<file path="src/source/cache_geometry_pkg.sv">
// L1 data cache geometry
package cache_geometry_pkg;

	// Address and word
	localparam int ADDR_W         = 32;
	localparam int WORD_W         = 32;
	localparam int BYTES_PER_WORD = 4;

	// Set and way organisation
	localparam int WAYS    = 4;
	localparam int WAY_W   = 2;
	localparam int SETS    = 16;
	localparam int INDEX_W = 4;                   // Address bits 9..6

	// Line layout
	localparam int OFFSET_W   = 6;                // Byte offset in a line
	localparam int WORD_SEL_W = 4;                // Address bits 5..2
	localparam int LINE_BYTES = 64;
	localparam int LINE_W     = LINE_BYTES * 8;   // 512 bits

	// Tag is whatever sits above index and offset
	localparam int TAG_W = ADDR_W - INDEX_W - OFFSET_W;   // Address bits 31..10

	// Field positions inside an address
	localparam int WORD_LSB  = $clog2(BYTES_PER_WORD);
	localparam int INDEX_LSB = OFFSET_W;
	localparam int TAG_LSB   = OFFSET_W + INDEX_W;

endpackage

</file>
<file path="src/source/cache_line_write.sv">
// Cache line write control
`timescale 1ns/100ps

module cache_line_write (
	input  logic iUP_REQ,
	input  logic [cache_geometry_pkg::ADDR_W-1:0] iUP_ADDR,
	input  logic [cache_geometry_pkg::BYTES_PER_WORD-1:0] iUP_MASK,
	input  logic [cache_geometry_pkg::WORD_W-1:0] iUP_DATA,
	input  logic iWR_REQ,
	input  logic [cache_geometry_pkg::ADDR_W-1:0] iWR_ADDR,
	input  logic [cache_geometry_pkg::LINE_W-1:0] iWR_DATA,
	input  logic up_hit,
	input  logic [cache_geometry_pkg::WAY_W-1:0] up_way,
	input  logic [cache_geometry_pkg::WAY_W-1:0] fill_way,
	output logic [cache_geometry_pkg::WAYS-1:0] way_wren,
	output logic [cache_geometry_pkg::INDEX_W-1:0] wr_index,
	output logic [cache_geometry_pkg::LINE_BYTES-1:0] byte_en,
	output logic [cache_geometry_pkg::LINE_W-1:0] line_data,
	output logic tag_fill,
	output logic oWR_BUSY,
	output logic oUP_BUSY
);
	import cache_geometry_pkg::*;

	logic [WORD_SEL_W-1:0] up_word;
	logic                  fill_go;                            // Fill not blocked by an upload

	assign up_word = iUP_ADDR[WORD_LSB +: WORD_SEL_W];
	assign fill_go = iWR_REQ && !iUP_REQ;

	// Upload owns the write port
	assign wr_index = iUP_REQ ? iUP_ADDR[INDEX_LSB +: INDEX_W] : iWR_ADDR[INDEX_LSB +: INDEX_W];

	// Mask lands on its word slot, fill writes every byte
	assign byte_en = iUP_REQ ?
		(LINE_BYTES'(iUP_MASK) << (up_word * BYTES_PER_WORD)) : {LINE_BYTES{1'b1}};

	assign line_data = iUP_REQ ? {(LINE_W / WORD_W){iUP_DATA}} : iWR_DATA;

	always_comb begin
		for (int w = 0; w < WAYS; w++) begin
			if (iUP_REQ) begin
				way_wren[w] = up_hit && (up_way == WAY_W'(w));  // Miss writes nothing
			end else begin
				way_wren[w] = iWR_REQ && (fill_way == WAY_W'(w));
			end
		end
	end

	assign tag_fill = fill_go;   // Uploads leave the tag alone

	// Back-pressure, each side holds off the other
	assign oWR_BUSY = iUP_REQ;
	assign oUP_BUSY = iWR_REQ;

endmodule

</file>
<file path="config.mk">
export PLATFORM = sky130hd
export DESIGN_NAME = cache_line_write
export DESIGN_NICKNAME = d
export VERILOG_FILES = /design/src/source/cache_geometry_pkg.sv /design/src/source/cache_line_write.sv
export SDC_FILE = /design/constraint.sdc
export NUM_CORES = 1
export LEC_CHECK = 0
export BUFFER_PORTS_ARGS = -buffer_cell sky130_fd_sc_hd__buf_2
export CORE_AREA = 2 2 467 469
export DETAILED_ROUTE_END_ITERATION = 6
export DIE_AREA = 0 0 469 471
export PLACE_DENSITY_LB_ADDON = 0.1
export SLEW_MARGIN = 20
export SYNTH_ARGS = -nofsm -noshare
export SYNTH_HDL_FRONTEND = slang
export SYNTH_SLANG_ARGS = --single-unit
</file>
<file path="constraint.sdc">
create_clock -name vclk -period 1.4
set_clock_uncertainty 0.15 [all_clocks]
set_input_delay 0.07 -clock vclk [all_inputs]
set_output_delay 0.07 -clock vclk [all_outputs]
set_load 0.02 [all_outputs]
</file>
---- Yosys cells after proc, flatten, opt, wreduce, memory -nomap -nowiden ----
Cells that the tools add are included.
cells by class
  equal/unequal tests ..................... 6
  shifts and indexed selects .............. 1
  multiplexer cells ....................... 7
  reduce and logical (&&, ||, !) cells .... 12
operators with widths
  kind                  number
  $mux W512             1
  $mux W64              1
  $shl A4 B6 Y64        1
  $logic_and A1 B1 Y1   9
  $eq A2 B2 Y1 const B  4
  $eq A2 B1 Y1 const B  2
  $logic_not A2 Y1      2
  $mux W1               4
  $mux W4               1
  $logic_not A1 Y1      1
word-level totals
  register bits ........................... 0
  input port bits ......................... 619
  output and inout bits ................... 587
  word-level logic and storage cells ...... 26

---- Logic depth before layout (Yosys ltp) ----
  depth in word-level cells ............... 3
  gate-level depth with buffers ........... 7
  gate-level depth less buffers ........... 2

---- Least setup slack after synthesis ----
OpenSTA, ideal clock, no wires.
  kind .................................... in2out
  from .................................... input iUP_REQ
  to ...................................... output line_data[504] (netlist bit)
  arrival time ............................ 1.275 ns
  required time ........................... 1.180 ns
  slack ................................... -0.095 ns
  stages on the path ...................... 6
  path buffers ............................ 5
  path through ............................ buf_2 -> buf_6 -> buf_6 -> buf_4 -> clkbuf_1 -> o21ai_0
on the way
  cells in the longest elaborated chain, start to end .. 1
RTL lines
  what         line                    text
  from (decl)  cache_line_write.sv:5   input logic iUP_REQ,
  $mux W512    cache_line_write.sv:38  assign line_data = iUP_REQ ? {(LINE_W / WORD_W){iUP_DATA}} : iWR_DATA;
  to (decl)    cache_line_write.sv:18  output logic [cache_geometry_pkg::LINE_W-1:0] line_data,
No other way between the ends.

---- Worst setup path after layout ----
  from .................................... input iUP_REQ
  to ...................................... output way_wren[0] (netlist bit)
on the way
  cells in the longest elaborated chain, start to end .. 1
RTL lines
  what       line                    text
  $mux W1    cache_line_write.sv:42  if (iUP_REQ) begin
  to (decl)  cache_line_write.sv:15  output logic [cache_geometry_pkg::WAYS-1:0] way_wren,
No other way between the ends.

==> impl_metrics.csv <==
group,metric,value,unit
run,max_cap_viol_count,0,
detailed_routing,viasPerCell,2.607,
floorplanning,fp-row-count,171,
placement,dp_hpwl,140300,µm
worst_setup_path,arrival,1.21,ns
hold_path,hp-class,"input port to output port",
detailed_routing,dr.pass1.iters,5,
placement,gp_congestion,0.8583,
sta,fin_crit_sh,102.3,%
sta,timing.final.crit_period,1.432,ns
synth,ys_top_cells_by_count,"o21ai_0 (576), inv_1 (518), clkbuf_1 (69), nand2_1 (34), buf_2 (31)",
grt,grt.total_usage,13.48,%
finish,clock_buffers,0,
synth,syn_area,5693,µm²
synth,synth_area_leaders,"o21ai_0 (51%), inv_1 (34%), clkbuf_1 (4.5%)",
synth,seq_area_frac_synth,0,%
grt,grt_first_pass_wirelength,186600,µm
worst_setup_path,end_kind,"output port",
worst_setup_path,critPathCapture,"way_wren[0]",
detailed_routing,drt-initial-drc-count,555,
synth,yosys.area.top_type,"o21ai_0",
floorplanning,dieArea,220900,µm²
detailed_routing,wire_per_inst,29.30,µm
power_and_ir_drop,power.leakage,10.22,nW
power_and_ir_drop,power.share.combinational,100.0,%
sta,max_freq,698.4,MHz
detailed_routing,antenna_left,0,
synth,ys_types,21,
floorplanning,die_w,469,µm
power_and_ir_drop,p_total,8.836,mW
detailed_routing,num_vias,14040,
sta,finalMaxSlewViolations,0,
finish,drive_above_1_share,57.33,%
sta,worstMarginPinSlew,0.4639,ns
finish,regArea,0,µm²
sta,hold_viol,0,
status,outcome,"complete, but fails checks",
floorplanning,pin_count,1206,
worst_setup_path,cp-startpoint,"iUP_REQ",
power_and_ir_drop,switching_share,64.22,%
synth,syn-instance-count,1268,
power_and_ir_drop,p_clk_share,0,%
grt,grt_pass1_vias,14790,
sta,setup_viol,2,
worst_setup_path,critical_path.startpoint_type,"input port",
floorplanning,start_util,2.634,%
power_and_ir_drop,power.internal,3.162,mW
floorplanning,die_y,471,µm
detailed_routing,wl,157800,µm
synth,synth_most_common_cell,"o21ai_0",
sta,slew_headroom,68.75,%
finish,nets,3126,
grt,antenna_found_initial,122,
synth,syn_nets,1887,
sta,hold_ws,0.3178,ns
floorplanning,core,216100,µm²
power_and_ir_drop,powerDensity,469.5,nW/µm²
detailed_routing,drc,0,
worst_setup_path,crit_type,"input port to output port",
synth,synth_top_area_share,50.64,%
sta,rsz0062_at_grt,"yes",
sta,setup_slack,-0.03178,ns
worst_setup_path,critPathMaxFanout,6,
power_and_ir_drop,p_sw,5.674,mW
power_and_ir_drop,peakVddDrop,0.1153,mV
worst_setup_path,cp_data_required_time,1.18,ns
power_and_ir_drop,pwr-share-seq,0,%
synth,ys_warn_count,0,
grt,grt_max_degree,44,
status,violations,"setup timing",
placement,port_buffers,1154,
synth,synth_area_per_cell,4.490,µm²
finish,seq_cell_count,0,
grt,overflow,0,
clock_tree,ctsHoldBuffers,0,
finish,syn_to_final_growth,230.6,%
[timing repair]
item / CTS / global route
gates resized for setup: 344 / 193
pin swaps: 4 / 3
endpoints found under the setup margin: 555 / 176
gates cloned: 11 / 2
buffers inserted: 10 / 4
[worst min path at each step]
stage / startpoint / to / slack, ns / depth (start not counted)
4_1_cts: iWR_DATA[209] / line_data[209] / 0.33 / 4
5_1_grt: iWR_DATA[110] / line_data[110] / 0.34 / 4
6_report: iWR_DATA[273] / line_data[273] / 0.32 / 4
3_3_place_gp: iWR_DATA[356] / line_data[356] / 0.33 / 4
3_5_place_dp: iWR_DATA[356] / line_data[356] / 0.33 / 4
2_1_floorplan: up_way[0] / way_wren[0] / 0.08 / 1
[critical path, stage by stage]
cell,delay [ns]
buf_16,0.16
buf_8,0.14
or4b_4,0.49
o31ai_4,0.07
buf_6,0.14
buf_6,0.11
[through the flow]
step / TNS [ns] / cells / utilization [%] / worst slack (ns) / instance area, µm²
after floorplan: -0.6816 / 1268 / - / -0.09453 / 5705
after global placement: -150.12 / 5332 / 7.985 / -0.6773 / 17260
after detailed placement: -148.18 / 5332 / 7.985 / -0.6917 / 17260
after CTS: -1.030 / 5353 / 8.499 / -0.07995 / 18370
after global routing: -0.1547 / 5375 / 8.698 / -0.05776 / 18800
final: -0.05206 / 5385 / 8.709 / -0.03178 / 18820
[kinds of logic after synthesis]
family,synth area share [%]
buffers and inverters,42.57
AOI/OAI and AO/OA,51.14
and+or+nand+nor,5.495
muxes,0.7912
[cell usage in the layout (no fill, tap or decap), types with 4 or more instances in the layout]
master and count:
buf_12 106, buf_16 9, buf_2 934, buf_4 240, buf_6 30, buf_8 8, bufbuf_16 4, clkbuf_4 12
diode_2 26, inv_1 518, mux2_2 4, nand2_1 13, nand2_2 17, nand3_1 5, nand3b_1 6, o21ai_0 356
o21ai_1 162, o21ai_2 53, o21ai_4 5, or4b_4 4
[power groups by stage]
stage / Combinational, mW / Sequential [mW] / Clock [mW]
after detailed placement: 8.40 / 0 / 0
after global placement: 8.47 / 0 / 0
after floorplan: 2.88 / 0 / 0
after global routing: 9.58 / 0 / 0.00000156
after CTS: 9.01 / 0 / 0
final: 8.84 / 0 / 0.00000175
[routing by layer]
layer  share of wire (%)  vias to the layer above  global-route usage, %  routed length (µm)
met4                 1.8                       24                  1.851                2872
met1                  38                     6455                  14.86               59830
met2                  47                     1023                  22.96               73440
met3                  14                      191                  7.420               21320
met5                0.21                        -                 0.5929                 324
li1                    -                     6346                      -                   -
[layout make-up]
cell class	instances	area (µm²)
fillers	25980	197300
repair buffers	1345	9574
multi-input cells	642	3666
well taps	2854	3571
inverters	518	1944
diodes	26	65.06
No activity file was read; power rests on OpenSTA's default activity.
